## src/hdl/vecmat_consts.svh

```systemverilog
`ifndef VECMAT_CONSTS_SVH
`define VECMAT_CONSTS_SVH

// hidden neurons per row
`define VECMAT_LANES 64

// Q8.8 lane
`define VECMAT_LANE_W 16
`define VECMAT_FRAC 8

// log2 of the lane count
`define VECMAT_TREE_DEPTH 6

// one bit of growth per tree level, plus a guard bit
`define VECMAT_ACC_W (`VECMAT_LANE_W + `VECMAT_TREE_DEPTH + 1)

// flat vector bus
`define VECMAT_VEC_W (`VECMAT_LANES * `VECMAT_LANE_W)

`endif

```

## src/hdl/vecmat_pkg.sv

```systemverilog
`default_nettype none

`include "vecmat_consts.svh"

package vecmat_pkg;

	// one signed Q8.8 lane
	typedef logic signed [`VECMAT_LANE_W-1:0] lane_t;

	// full product of two lanes, Q16.16
	typedef logic signed [2*`VECMAT_LANE_W-1:0] prod_t;

	// tree sum, wide enough that no level can overflow
	typedef logic signed [`VECMAT_ACC_W-1:0] acc_t;

endpackage

`default_nettype wire

```

## src/hdl/vecmat_out_stage.sv

```systemverilog
`default_nettype none

`include "vecmat_consts.svh"

module vecmat_out_stage (
	input wire clk,
	input wire reset,
	input wire sum_valid,
	input wire vecmat_pkg::acc_t sum_acc,
	input wire sum_sat,
	input wire out_ready,
	output logic sum_ready,
	output logic out_valid,
	output vecmat_pkg::lane_t dot_out,
	output logic saturated
);

	import vecmat_pkg::*;

	localparam int w = `VECMAT_LANE_W;
	localparam acc_t out_hi = (acc_t'(1) <<< (w - 1)) - 1;
	localparam acc_t out_lo = -(acc_t'(1) <<< (w - 1));

	logic clip_hi;
	logic clip_lo;
	lane_t clamped;

	assign clip_hi = sum_acc > out_hi;
	assign clip_lo = sum_acc < out_lo;
	assign clamped = clip_hi ? out_hi[w-1:0] : clip_lo ? out_lo[w-1:0] : sum_acc[w-1:0];

	assign sum_ready = !out_valid || out_ready;

	always_ff @(posedge clk) begin
		if (!reset) begin
			out_valid <= 1'b0;
		end else if (sum_ready) begin
			out_valid <= sum_valid;
		end
	end

	always_ff @(posedge clk) begin
		if (sum_ready && sum_valid) begin
			dot_out <= clamped;
			saturated <= clip_hi || clip_lo || sum_sat; // row or lane clamp
		end
	end

	a_out_hold: assert property (
		@(posedge clk) disable iff (!reset)
		out_valid && !out_ready |=> $stable(dot_out)
	);

endmodule

`default_nettype wire

```

## config.mk

```make
export PLATFORM = sky130hd
export DESIGN_NAME = vecmat_out_stage
export DESIGN_NICKNAME = d
export VERILOG_FILES = /design/src/hdl/vecmat_pkg.sv /design/src/hdl/vecmat_out_stage.sv
export VERILOG_INCLUDE_DIRS = /design/src /design/src/hdl
export SDC_FILE = /design/constraint.sdc
export NUM_CORES = 1
export LEC_CHECK = 0
export BUFFER_PORTS_ARGS = -buffer_cell sky130_fd_sc_hd__buf_2
export CAP_MARGIN = 30
export CORE_MARGIN = 10
export CORE_UTILIZATION = 40
export CTS_CLUSTER_DIAMETER = 30
export CTS_CLUSTER_SIZE = 25
export DETAILED_ROUTE_END_ITERATION = 16
export GPL_ROUTABILITY_DRIVEN = 0
export PLACE_DENSITY = 0.78
export SLEW_MARGIN = 30
export SYNTH_ARGS = -nofsm -noshare
export SYNTH_HDL_FRONTEND = slang
export SYNTH_SLANG_ARGS = --single-unit
```

## constraint.sdc

```tcl
create_clock -name clk -period 1.4 [get_ports clk]
set_clock_uncertainty 0.15 [all_clocks]
set_input_delay 0.21 -clock clk [delete_from_list [all_inputs] [get_ports clk]]
set_output_delay 0.21 -clock clk [all_outputs]
set_load 0.05 [all_outputs]
```

# Word level (Yosys, flattened, before mapping)
# Cells that the tools add are included.
# Widths: inputs -> output; s select.
dict set report totals {
  regBits 18
  latch_bits 0
  mem_bits_rw 0
  romBits 0
  input_bits 28
  output_inout_bits 19
  mem_count 0
}
dict set report op_classes {
  addsub 0
  n_mul 0
  div 0
  n_lt_le_gt_ge 2
  n_eq_ne 0
  shifts 0
  muxes 1
  n_bitwise 0
  reduce_logical 5
}
# op count
set ops {}
lappend ops {{$gt 23x16->1 const B} 1}
lappend ops {{$lt 23x16->1 const B} 1}
lappend ops {{$mux 16} 1}
lappend ops {{$logic_or 1x1->1} 3}
lappend ops {{$logic_and 1x1->1} 1}
lappend ops {{$logic_not 1->1} 1}

# Depth between registers and ports, before layout
dict set report logic_depth {
  ltp_word 3
  ltp_mapped 5
  mapped_depth_nobuf 3
}

# Worst setup path before layout
# Ideal clock, no wire load.
dict set report synth_path {
  kind {register -> register}
  startpoint {register out_valid}
  endpoint {register dot_out[0] (enable)}
  setup_ps 375
  t_arrival_ps 1504
  required_ps 875
  path_slack_ps -629
  path_stages_with_launch 3
  synth_period_minus_slack_ps 2029
  path_cell_list {dfxtp_1 > nand2b_1 > and2_1}
}
dict set report synth_between {
  elab_chain_cells 3
}
# element line_no
set synth_lines {}
lappend synth_lines {{from (decl)} vecmat_out_stage.sv:13} ;# output logic out_valid,
lappend synth_lines {{from (signal assigned)} vecmat_out_stage.sv:38} ;# out_valid <= sum_valid;
lappend synth_lines {{$logic_not 1->1} vecmat_out_stage.sv:32} ;# assign sum_ready = !out_valid || out_ready;
lappend synth_lines {{$logic_or 1x1->1} vecmat_out_stage.sv:32}
lappend synth_lines {{via sum_ready} vecmat_out_stage.sv:12} ;# output logic sum_ready,
lappend synth_lines {{$logic_and 1x1->1} vecmat_out_stage.sv:43} ;# if (sum_ready && sum_valid) begin
lappend synth_lines {{to (signal assigned)} vecmat_out_stage.sv:44} ;# dot_out <= clamped;
lappend synth_lines {{to (decl)} vecmat_out_stage.sv:14} ;# output vecmat_pkg::lane_t dot_out,
# The timed path passes the listed nets, and every way through them passes these cells.
# A chain may end at the register's enable or synchronous reset.

# Worst setup path after layout
dict set report layout_path {
  startpoint {input port sum_acc[19]}
  endpoint {register dot_out[0] (data pin)}
}
dict set report layout_between {
  elab_chain_cells 2
  word_cells_on_any_way 3
}
# element line_no
set layout_lines {}
lappend layout_lines {{from (decl)} vecmat_out_stage.sv:9} ;# input wire vecmat_pkg::acc_t sum_acc,
lappend layout_lines {{$lt 23x16->1} vecmat_out_stage.sv:29} ;# assign clip_lo = sum_acc < out_lo;
lappend layout_lines {{$mux 16} vecmat_out_stage.sv:30} ;# assign clamped = clip_hi ? out_hi[w-1:0] : clip_lo ? out_lo[w-1:0] : sum_acc[w-1:0];
# Parallel ways exist; a longest one is shown, timed or not.

==> flow_summary.yaml <==
clocking:
  clk_path_buf_depth: 2
  cts_resized: 0
  numCtsBuffers: 3
  root_buffer: "clkbuf_4"
  cts_sinks: 18
  clk_latency_ps: 290
  cts-htree-levels: 1
  cts_tree: "yes"
  clk_pin_slew_ps: 100
worst_setup_path:
  crit_path_start: "sum_acc[19]"
  path_cells: "buf_2 -> or4_4 -> buf_12 -> nor2_1 -> o2bb2ai_1"
  r2r_start: "out_valid$_SDFFE_PN0N_"
  path_max_fanout: 15
  slowest_delay_ps: 560
  cp-end-kind: "flop"
  cp.required_ps: 1300
  crit_path_top_delay_cell: "or4_4"
  cp_top_family: "simple AND/OR/NAND/NOR gates"
  rr_worst_depth: 2
  worst-path-buf-inv: 2
  crit_type: "in -> reg"
  cp.arrival_ps: 1220
  worstSetupPathDepth: 5
  worstSetupStartpointType: "primary input"
finish:
  layout_commonest_cell: "buf_2"
  fin_nets: 160
  num-fill-cells: 199
  drive_above_1_share_pct: 47.33
  syn2layout_area_growth_pct: 31.88
  final_cell_mix: "buf_2 (46), edfxtp_1 (17), nor2_1 (15), or4_1 (15), o2bb2ai_1 (15)"
  n_antenna_cell: 0
power:
  p_leak_nw: 0.4793
  p_clk_share_pct: 25.7
  total_power_mw: 1.214
  seq_power_share_pct: 52.1
  powerDensity_nw_per_um2: 942.0
  sw_frac_of_total_pct: 29.04
  power_switching_uw: 352.5
  power_frac_comb_pct: 22.2
  ir_drop_mv: 0.4333
  power.internal_uw: 861.5
sta:
  setup_viol: 0
  slew_headroom_pct: 80.18
  rsz0062_at_grt: "no"
  fin_crit_sh_pct: 94.69
  min_period_ps: 1326
  timing.fmax_ghz: 0.7544
  fin_setup_tns_ps: 0
  tightest_slew_ps: 297.3
  hold_viol: 0
  maxSlewViolCount: 0
place:
  dpl.hpwl_microns: 2004
  io_buffers: 46
grt:
  grt_pass1_wl_microns: 3995
  grt_max_degree: 19
  first_global_vias: 832
  grt-ovfl-total: 0
  grt.total_usage_pct: 9.977
  antenna_found_initial: 0
synthesis:
  syn_inst: 84
  yosys_warnings: 0
  synth_seq_area_share_pct: 54.29
  avgSynthCellArea_sq_um: 11.63
  syn_nets: 112
  yosysUniqueCellTypes: 21
  syn_area_sq_um: 977.2
  synth_seq_cells: 18
route:
  drt_iter0_markers: 37
  num_vias: 884
  firstDrtPassIters: 4
  wire_per_inst_microns: 15.90
  drcViolationCount: 0
  vias_per_cell: 5.560
  detail-route-antenna-nets: 0
  wl_microns: 2528
min_path:
  hold_start: "sum_valid"
  hold_class: "in -> reg"
  whs_path_depth: 3
floorplanning:
  start_util_pct: 42.94
  die_w_microns: 69.43
  io_pins: 47
  dieArea_sq_um: 4820
  rows: 17
  die_h_microns: 69.43
  coreArea_sq_um: 2276
flow_run:
  cap_violations: 0
status:
  status: "completed"
==> registers in the layout, indices dropped and copies added (netlist names) <==
signal,flops
dot_out,16
saturated,1
out_valid,1
==> power groups by stage <==
| stage | clock network [mW] | logic [mW] | registers, mW |
|---|---|---|---|
| floorplan | 0 | 0.0700 | 0.753 |
| global placement | 0 | 0.263 | 0.644 |
| detailed placement | 0 | 0.269 | 0.646 |
| CTS | 0.319 | 0.269 | 0.634 |
| global route | 0.346 | 0.287 | 0.637 |
| finish | 0.312 | 0.269 | 0.633 |
==> metrics by stage <==
| stage | hold WS (ps) | utilization, % | cells | worst slack (ps) | cell area (sq um) |
|---|---|---|---|---|---|
| CTS | 5.645 | 56.18 | 158 | 68.06 | 1279 |
| detailed placement | 326.2 | 54.59 | 154 | -243.7 | 1242 |
| finish | 23.59 | 56.62 | 159 | 74.36 | 1289 |
| global route | 26.74 | 56.62 | 159 | 30.72 | 1289 |
| floorplan | 191.3 | - | 84 | -131.1 | 988.4 |
| global placement | 312.9 | 54.59 | 154 | -214.2 | 1242 |
==> tightest hold or removal path, cell delays in order <==
cell      delay [ps]
buf_2            100
inv_1             40
a21boi_0          80
==> kinds of logic after synthesis <==
family | Yosys count | share of synthesized area (%)
AOI/OAI and AO/OA | 17 | 14.98
and+or+nand+nor | 39 | 24.07
buffers and inverters | 10 | 6.656
DFF | 18 | 54.29
==> synth_stat cells <==
cell type | n | area share [%]
buf_8 | 1 | 1.5
nor4_2 | 1 | 1.3
and2_1 | 1 | 0.64
dfxtp_1 | 1 | 2.0
nor2b_1 | 1 | 0.64
buf_2 | 1 | 0.51
or4_1 | 15 | 12
o2bb2ai_1 | 15 | 13
nand4_1 | 1 | 0.64
a21boi_0 | 1 | 0.77
buf_4 | 2 | 1.5
buf_6 | 1 | 1.2
inv_1 | 1 | 0.38
a22oi_1 | 1 | 0.77
clkbuf_1 | 4 | 1.5
edfxtp_1 | 17 | 52
nand2b_1 | 1 | 0.64
nor2_2 | 2 | 1.3
or4_4 | 1 | 1.2
nand3_1 | 1 | 0.51
nor2_1 | 15 | 5.8
==> final cells by class <==
class,count,area [sq um],share of cell area [%]
repair buffers,52,290.3,22.52
multi-input cells,56,391.6,30.39
inverters,1,3.754,0.2913
well taps,28,35.03,2.718
clock buffers,4,36.28,2.816
flip-flops and latches,18,531.8,41.26
==> what timing repair did <==
item | CTS | global route
hold buffers | 0 | 1
buffers inserted | 0 | 0
endpoints found under the hold margin | 0 | 1
==> final timing paths <==
check                             endpoint  slack, ps
hold reg to reg     out_valid$_SDFFE_PN0N_        380
hold / removal      out_valid$_SDFFE_PN0N_         20
setup reg to reg  dot_out[3]$_SDFFCE_PN1P_        260
setup / recovery  dot_out[0]$_SDFFCE_PN1P_         70
==> metal layers <==
metal | routed length, microns | global-route usage, % | part of all wire (%)
met1 | 1051 | 12.04 | 42
met2 | 1193 | 15.12 | 47
met3 | 207 | 2.140 | 8.2
met4 | 76 | 7.317 | 3.0
met5 | 0 | 0 | 0
Power figures use the tool's default switching activity.
