File: src/hdl/vecmat_consts.svh
`ifndef VECMAT_CONSTS_SVH
`define VECMAT_CONSTS_SVH

// hidden neurons per row
`define VECMAT_LANES 64

// Q8.8 lane
`define VECMAT_LANE_W 16
`define VECMAT_FRAC 8

// log2 of the lane count
`define VECMAT_TREE_DEPTH 6

// one bit of growth per tree level, plus a guard bit
`define VECMAT_ACC_W (`VECMAT_LANE_W + `VECMAT_TREE_DEPTH + 1)

// flat vector bus
`define VECMAT_VEC_W (`VECMAT_LANES * `VECMAT_LANE_W)

`endif

File: src/hdl/vecmat_pkg.sv
`default_nettype none

`include "vecmat_consts.svh"

package vecmat_pkg;

	// one signed Q8.8 lane
	typedef logic signed [`VECMAT_LANE_W-1:0] lane_t;

	// full product of two lanes, Q16.16
	typedef logic signed [2*`VECMAT_LANE_W-1:0] prod_t;

	// tree sum, wide enough that no level can overflow
	typedef logic signed [`VECMAT_ACC_W-1:0] acc_t;

endpackage

`default_nettype wire

File: src/hdl/vecmat_add_tree.sv
`default_nettype none

`include "vecmat_consts.svh"

module vecmat_add_tree #(
	parameter int lanes = `VECMAT_LANES
) (
	input wire clk,
	input wire reset,
	input wire mul_valid,
	input wire [lanes*`VECMAT_LANE_W-1:0] mul_prod,
	input wire mul_sat,
	input wire sum_ready,
	output logic mul_ready,
	output logic sum_valid,
	output vecmat_pkg::acc_t sum_acc,
	output logic sum_sat
);

	import vecmat_pkg::*;

	localparam int depth = $clog2(lanes);
	localparam int w = `VECMAT_LANE_W;

	// index k is the input of level k, index depth the tree output
	wire [depth:0] vld_c;
	wire [depth:0] sat_c;
	wire [depth:0] rdy_c;

	assign vld_c[0] = mul_valid;
	assign sat_c[0] = mul_sat;
	assign rdy_c[depth] = sum_ready;

	for (genvar k = 0; k < depth; k++) begin : g_lvl
		localparam int n = lanes >> (k + 1);

		logic vld_q;
		logic sat_q;
		acc_t sum_d [n];
		acc_t sum_q [n];

		// level moves when empty or when the next one takes it
		assign rdy_c[k] = !vld_q || rdy_c[k+1];
		assign vld_c[k+1] = vld_q;
		assign sat_c[k+1] = sat_q;

		for (genvar j = 0; j < n; j++) begin : g_node
			if (k == 0) begin : g_leaf
				lane_t a;
				lane_t b;

				assign a = mul_prod[(2*j)*w +: w];
				assign b = mul_prod[(2*j+1)*w +: w];
				assign sum_d[j] = acc_t'(a) + acc_t'(b); // sign extended
			end else begin : g_inner
				assign sum_d[j] = g_lvl[k-1].sum_q[2*j] + g_lvl[k-1].sum_q[2*j+1];
			end
		end

		always_ff @(posedge clk) begin
			if (!reset) begin
				vld_q <= 1'b0;
			end else if (rdy_c[k]) begin
				vld_q <= vld_c[k];
			end
		end

		always_ff @(posedge clk) begin
			if (rdy_c[k] && vld_c[k]) begin
				sum_q <= sum_d;
				sat_q <= sat_c[k]; // lane clamp flag rides along
			end
		end
	end

	assign mul_ready = rdy_c[0];
	assign sum_valid = vld_c[depth];
	assign sum_sat = sat_c[depth];
	assign sum_acc = g_lvl[depth-1].sum_q[0];

	// the root only fills from the level below it
	a_tree_order: assert property (
		@(posedge clk) disable iff (!reset)
		$rose(sum_valid) |-> $past(vld_c[depth-1])
	);

endmodule

`default_nettype wire

File: config.mk
export PLATFORM = sky130hd
export DESIGN_NAME = vecmat_add_tree
export DESIGN_NICKNAME = d
export VERILOG_FILES = /design/src/hdl/vecmat_pkg.sv /design/src/hdl/vecmat_add_tree.sv
export VERILOG_INCLUDE_DIRS = /design/src /design/src/hdl
export SDC_FILE = /design/constraint.sdc
export NUM_CORES = 2
export LEC_CHECK = 0
export CORE_MARGIN = 4
export CORE_UTILIZATION = 45
export DETAILED_ROUTE_END_ITERATION = 8
export DONT_BUFFER_PORTS = 1
export PLACE_DENSITY = 0.69
export SLEW_MARGIN = 25
export SYNTH_ARGS = -nofsm -noshare
export SYNTH_HDL_FRONTEND = slang
export SYNTH_SLANG_ARGS = --single-unit
File: constraint.sdc
create_clock -name clk -period 46.1 [get_ports clk]
set_clock_uncertainty 0.1 [all_clocks]
set_input_delay 4.61 -clock clk [delete_from_list [all_inputs] [get_ports clk]]
set_output_delay 4.61 -clock clk [all_outputs]
set_load 0.02 [all_outputs]
# Word-level counts from Yosys, hierarchy flattened
# Index checks and enable logic that the tools add are counted.
[word_totals]
register_bits = 1461
latchBits = 0
ram_bits = 0
rom_bits = 0
output_inout_bits = 26
wordCells = 156
n_memories = 0
[op_classes]
add_sub_neg = 63
n_mul = 0
div_mod_pow = 0
n_lt_le_gt_ge = 0
n_eq_ne = 0
shifts = 0
n_mux = 0
n_bitwise = 0
n_reduce_logical = 18
[op_table]
columns = ["operator", "count"]
rows = [
  ["adder 23 bit", 31],
  ["adder 16 x 16 -> 17 bit", 32],
  ["logical AND 1 bit", 6],
  ["logical NOT 1 bit", 6],
  ["logical OR 1 bit", 6],
]

# Depth between registers and ports, before layout
[logic_depth]
depth_word = 8
ltp_mapped = 12

# Worst setup path after synthesis
# OpenSTA, ideal clock, no wires.
[synth_path]
kind = "input port to flip-flop"
start = "input port sum_ready"
end = "register g_lvl[0].sat_q (enable)"
setup_ns = 1.782
arrival_ns = 32.086
required_time_ns = 44.218
slack_ns = 12.132
cell_stages = 5
path_cell_list = "nor2b_1 > and2_1 > and3_1 > clkbuf_1 > a31oi_1"
[synth_between]
elab_chain_cells = 7
[synth_lines]
columns = ["item", "line_no", "text"]
rows = [
  ["start, declared", "vecmat_add_tree.sv:13", "input wire sum_ready,"],
  ["logical OR 1 bit (6 in a row)", "vecmat_add_tree.sv:43", "assign rdy_c[k] = !vld_q || rdy_c[k+1];"],
  ["logical AND 1 bit", "vecmat_add_tree.sv:69", "if (rdy_c[k] && vld_c[k]) begin"],
  ["end signal, assigned", "vecmat_add_tree.sv:71", "sat_q <= sat_c[k];"],
  ["end, declared", "vecmat_add_tree.sv:38", "logic sat_q;"],
]
# Every way passes these cells.
# A chain may end at the register's enable or synchronous reset.

# Worst setup path in the final report
[layout_path]
start = "input port sum_ready"
end = "output port mul_ready"
[layout_between]
elab_chain_cells = 6
[layout_lines]
columns = ["item", "line_no", "text"]
rows = [
  ["logical OR 1 bit (6 in a row)", "vecmat_add_tree.sv:43", ""],
  ["end, declared", "vecmat_add_tree.sv:14", "output logic mul_ready,"],
]
# Every way passes these cells.

==> impl_metrics.ini <==
[status]
status = completed

[cts]
clkLatencyLatePin_ps = 790
clock_sinks = 1269
cts_buffer_depth = 3
postCtsSetupBuffers = 0
clkTransAtPathRegs_ps = 50
clock-root-buffer = clkbuf_16
cts_tree = done
hold_buffers = 0
htree_levels = 4
cts_buffers = 146
ctsResizeCount = 0

[synth]
synth_warnings = 0
synth_cell_types = 83
synthArstFlopShare_pct = 0
synthCells = 7886
synth-seq-cells = 1269
synth_seq_area_share_pct = 43.75
ys.flop_type = edfxtp_1
synth-edff-count = 1263
synth_nets = 10090
mappedNetlistArea_sq_mm = 0.08696
avgSynthCellArea_sq_um = 11.03

[detailed_routing]
viasPerCell = 5.744
routedWlPerCell_um = 21.01
postRouteWirelength_um = 224100
post-route-drc-count = 0
ant_nets = 0
vias = 61250
drt_iter0_drc = 4018
first_pass_iters = 6

[min_path]
hold_path_depth = 0
min_path_type = flop to flop

[global_routing]
grt_use_total_pct = 21.44
grt_max_degree = 165
grt_pass1_vias = 59620
overflow = 0
antenna_found_initial = 24
grt_pass1_wl_um = 335400

[sta]
maxSlewHeadroom_pct = 31.99
tightest_slew_ps = 1010
rsz0062_at_grt = no
finalMaxSlewViolations = 0
min_period_ps = 10710
setup_viol = 0
period_share_pct = 23.23
final.setup.worst_slack_ps = 35390
max_freq_mhz = 93.38
tns_ps = 0
hold_violations = 0

[power_and_ir_drop]
swShare_pct = 32.58
power_frac_seq_pct = 38.6
power-per-cell-area_mw_per_mm2 = 43.38
clkPwrFrac_pct = 27.9
fin_total_pwr_uw = 4118
p_leak_uw = 0.03916
p_int_uw = 2776
ir_drop_mv = 0.03853
power_frac_comb_pct = 33.4
power_switching_uw = 1342

[worst_setup_path]
cp_slowest_cell = and3_1
rr_worst_depth = 8
crit_path_max_incr_delay_ps = 460
worst-path-max-fanout = 6
crit_required_ps = 41390
path_cells = nor2b_1 > and2_1 > and3_1 > nand3_1
path_buf_inv = 0
cp.arrival_ps = 6000
cp-start-kind = input pin
cp_top_family = simple AND/OR/NAND/NOR gates
endpoint_kind = output port
critical_path_class = input pin to output port
cp.depth = 4

[finish]
fillCellCount = 16860
nNetsFinal = 10210
finalCoreUtilization_pct = 49.35
layout-drive-gt1-share_pct = 3.832
area_growth_pct = 9.168

[place]
port_buffers = 0
gp_congestion = 1.010
dpl.hpwl_um = 181500
preCtsSetupSlack_ps = 35410

[die]
ios = 1055
fp.coreArea_sq_mm = 0.1924
start_util_pct = 45.21
die_y_um = 447.6
die_area_sq_mm = 0.2004
rows = 161
fp.dieW_um = 447.6

[job]
cap_viol_max_count = 0
-- power by group through the flow --
stage	Combinational (uW)	Clock (uW)	Sequential (uW)
5_1_grt	1530	1230	1600
3_3_place_gp	1340	0	1610
2_1_floorplan	1030	0	1620
6_report	1380	1150	1590
4_1_cts	1380	1180	1590
3_5_place_dp	1370	0	1620
-- worst register-to-register path, cell delays in order (launching register included) --
cell	delay (ps)
dfxtp_1	370
nor2b_1	210
and2_1	260
and3_1	350
a31oi_4	220
buf_4	600
buf_4	780
buf_4	900
buf_12	650
-- cell usage after synthesis, drive strengths merged (13+ instances only) --
cell type | n | area, sq um
o31ai | 66 | 523.0
nor3b | 14 | 105.1
nor2 | 429 | 1610
o22ai | 15 | 106.4
a211oi | 84 | 640.6
nor2b | 110 | 688.2
nand4 | 75 | 469.2
a21boi | 45 | 337.8
fa | 63 | 1261
a21o | 426 | 3198
o311ai | 34 | 297.8
and3 | 110 | 688.2
or2 | 16 | 100.1
nand2b | 108 | 675.7
or3 | 80 | 510.5
nand2 | 367 | 1378
a31oi | 49 | 306.5
a41o | 14 | 140.1
o21bai | 217 | 1629
and2 | 43 | 269.0
a31o | 37 | 324.1
o21ai | 306 | 1531
xnor2 | 627 | 5492
a41oi | 31 | 271.5
nand3b | 13 | 97.59
ha | 1114 | 13940
inv | 421 | 1580
o21a | 92 | 690.7
a2111oi | 43 | 376.6
nor3 | 184 | 920.9
o211a | 23 | 230.2
nand3 | 156 | 780.8
o41ai | 15 | 153.9
a21oi | 690 | 3480
edfxtp | 1263 | 37930
xor2 | 245 | 2146
a211o | 43 | 376.6
o211ai | 44 | 330.3
clkbuf | 43 | 161.4
-- cell families after synthesis --
kind of cell               count (synthesis)  share of synthesized area, %
adders and majority gates               1177                         17.48
xor gates and xnor gates                 872                         8.782
AOI/OAI and AO/OA                       2338                         17.88
buffers and inverters                    475                         2.050
DFF                                     1269                         43.75
and+or+nand+nor                         1742                         9.901
muxes                                     13                        0.1583
-- cell type report --
cell class | count | area [sq um] | share of cell area [%]
antenna | 21 | 52.55 | 0.05535
clock buffer | 183 | 3856 | 4.062
clock inverter | 81 | 863.3 | 0.9094
inverter | 421 | 1580 | 1.665
multi-input combinational | 6142 | 47200 | 49.71
sequential | 1269 | 38050 | 40.08
tap | 2526 | 3161 | 3.329
timing repair buffer | 19 | 182.7 | 0.1924
-- sequential cells by signal, indices dropped and copies added (netlist names) --
register,cells
g_lvl.vld_q,5
g_lvl.sat_q,5
sum_sat,1
sum_acc,23
sum_valid,1
g_lvl.sum_q,1234
-- cells in the final DEF (no fill, tap or decap), types with 23 or more instances in the layout --
cell,instances
o21ai_0,304
o21a_1,92
o311ai_0,31
a21oi_1,687
ha_1,1114
xor2_1,245
nor2_1,429
a211o_1,43
a41oi_1,31
inv_1,421
fa_1,63
o31ai_1,64
a211oi_1,82
o21bai_1,217
clkbuf_16,149
nor2b_1,107
nand3_1,156
nand4_1,75
o211a_1,23
and3_1,110
a21boi_0,42
edfxtp_1,1263
o211ai_1,44
nand2b_1,108
and2_1,38
clkbuf_1,34
a31oi_1,48
nand2_1,367
nor3_1,184
a21o_1,426
a31o_2,37
clkinv_1,23
a2111oi_0,43
or3_1,78
xnor2_1,627
-- through the flow --
step	cells	hold slack [ps]	instance area (sq um)
6_report	10660	316.8	94940
5_1_grt	10660	321.6	94930
4_1_cts	10640	317.6	94850
3_5_place_dp	10380	304.5	90130
3_3_place_gp	10380	304.8	90130
2_1_floorplan	7886	300.3	86960
-- path summary, 6_finish.rpt --
| kind | startpoint | end | slack (ps) |
|---|---|---|---|
| setup reg to reg | sum_valid | g_lvl[0].sum_q[266] | 41050 |
| setup / recovery | sum_ready | mul_ready | 35390 |
| hold reg to reg | g_lvl[1].sat_q | g_lvl[2].sat_q | 320 |
| hold / removal | g_lvl[1].sat_q | g_lvl[2].sat_q | 320 |
-- routing by layer --
| metal | global-route usage [%] | up-vias | share of wire [%] |
|---|---|---|---|
| met5 | 0 | - | 0.0031 |
| met1 | 27.09 | 29210 | 42 |
| met3 | 3.915 | 356 | 5.3 |
| met4 | 8.124 | 2 | 3.8 |
| li1 | - | 30090 | - |
| met2 | 36.52 | 1580 | 48 |
Power figures use the tool's default switching activity.
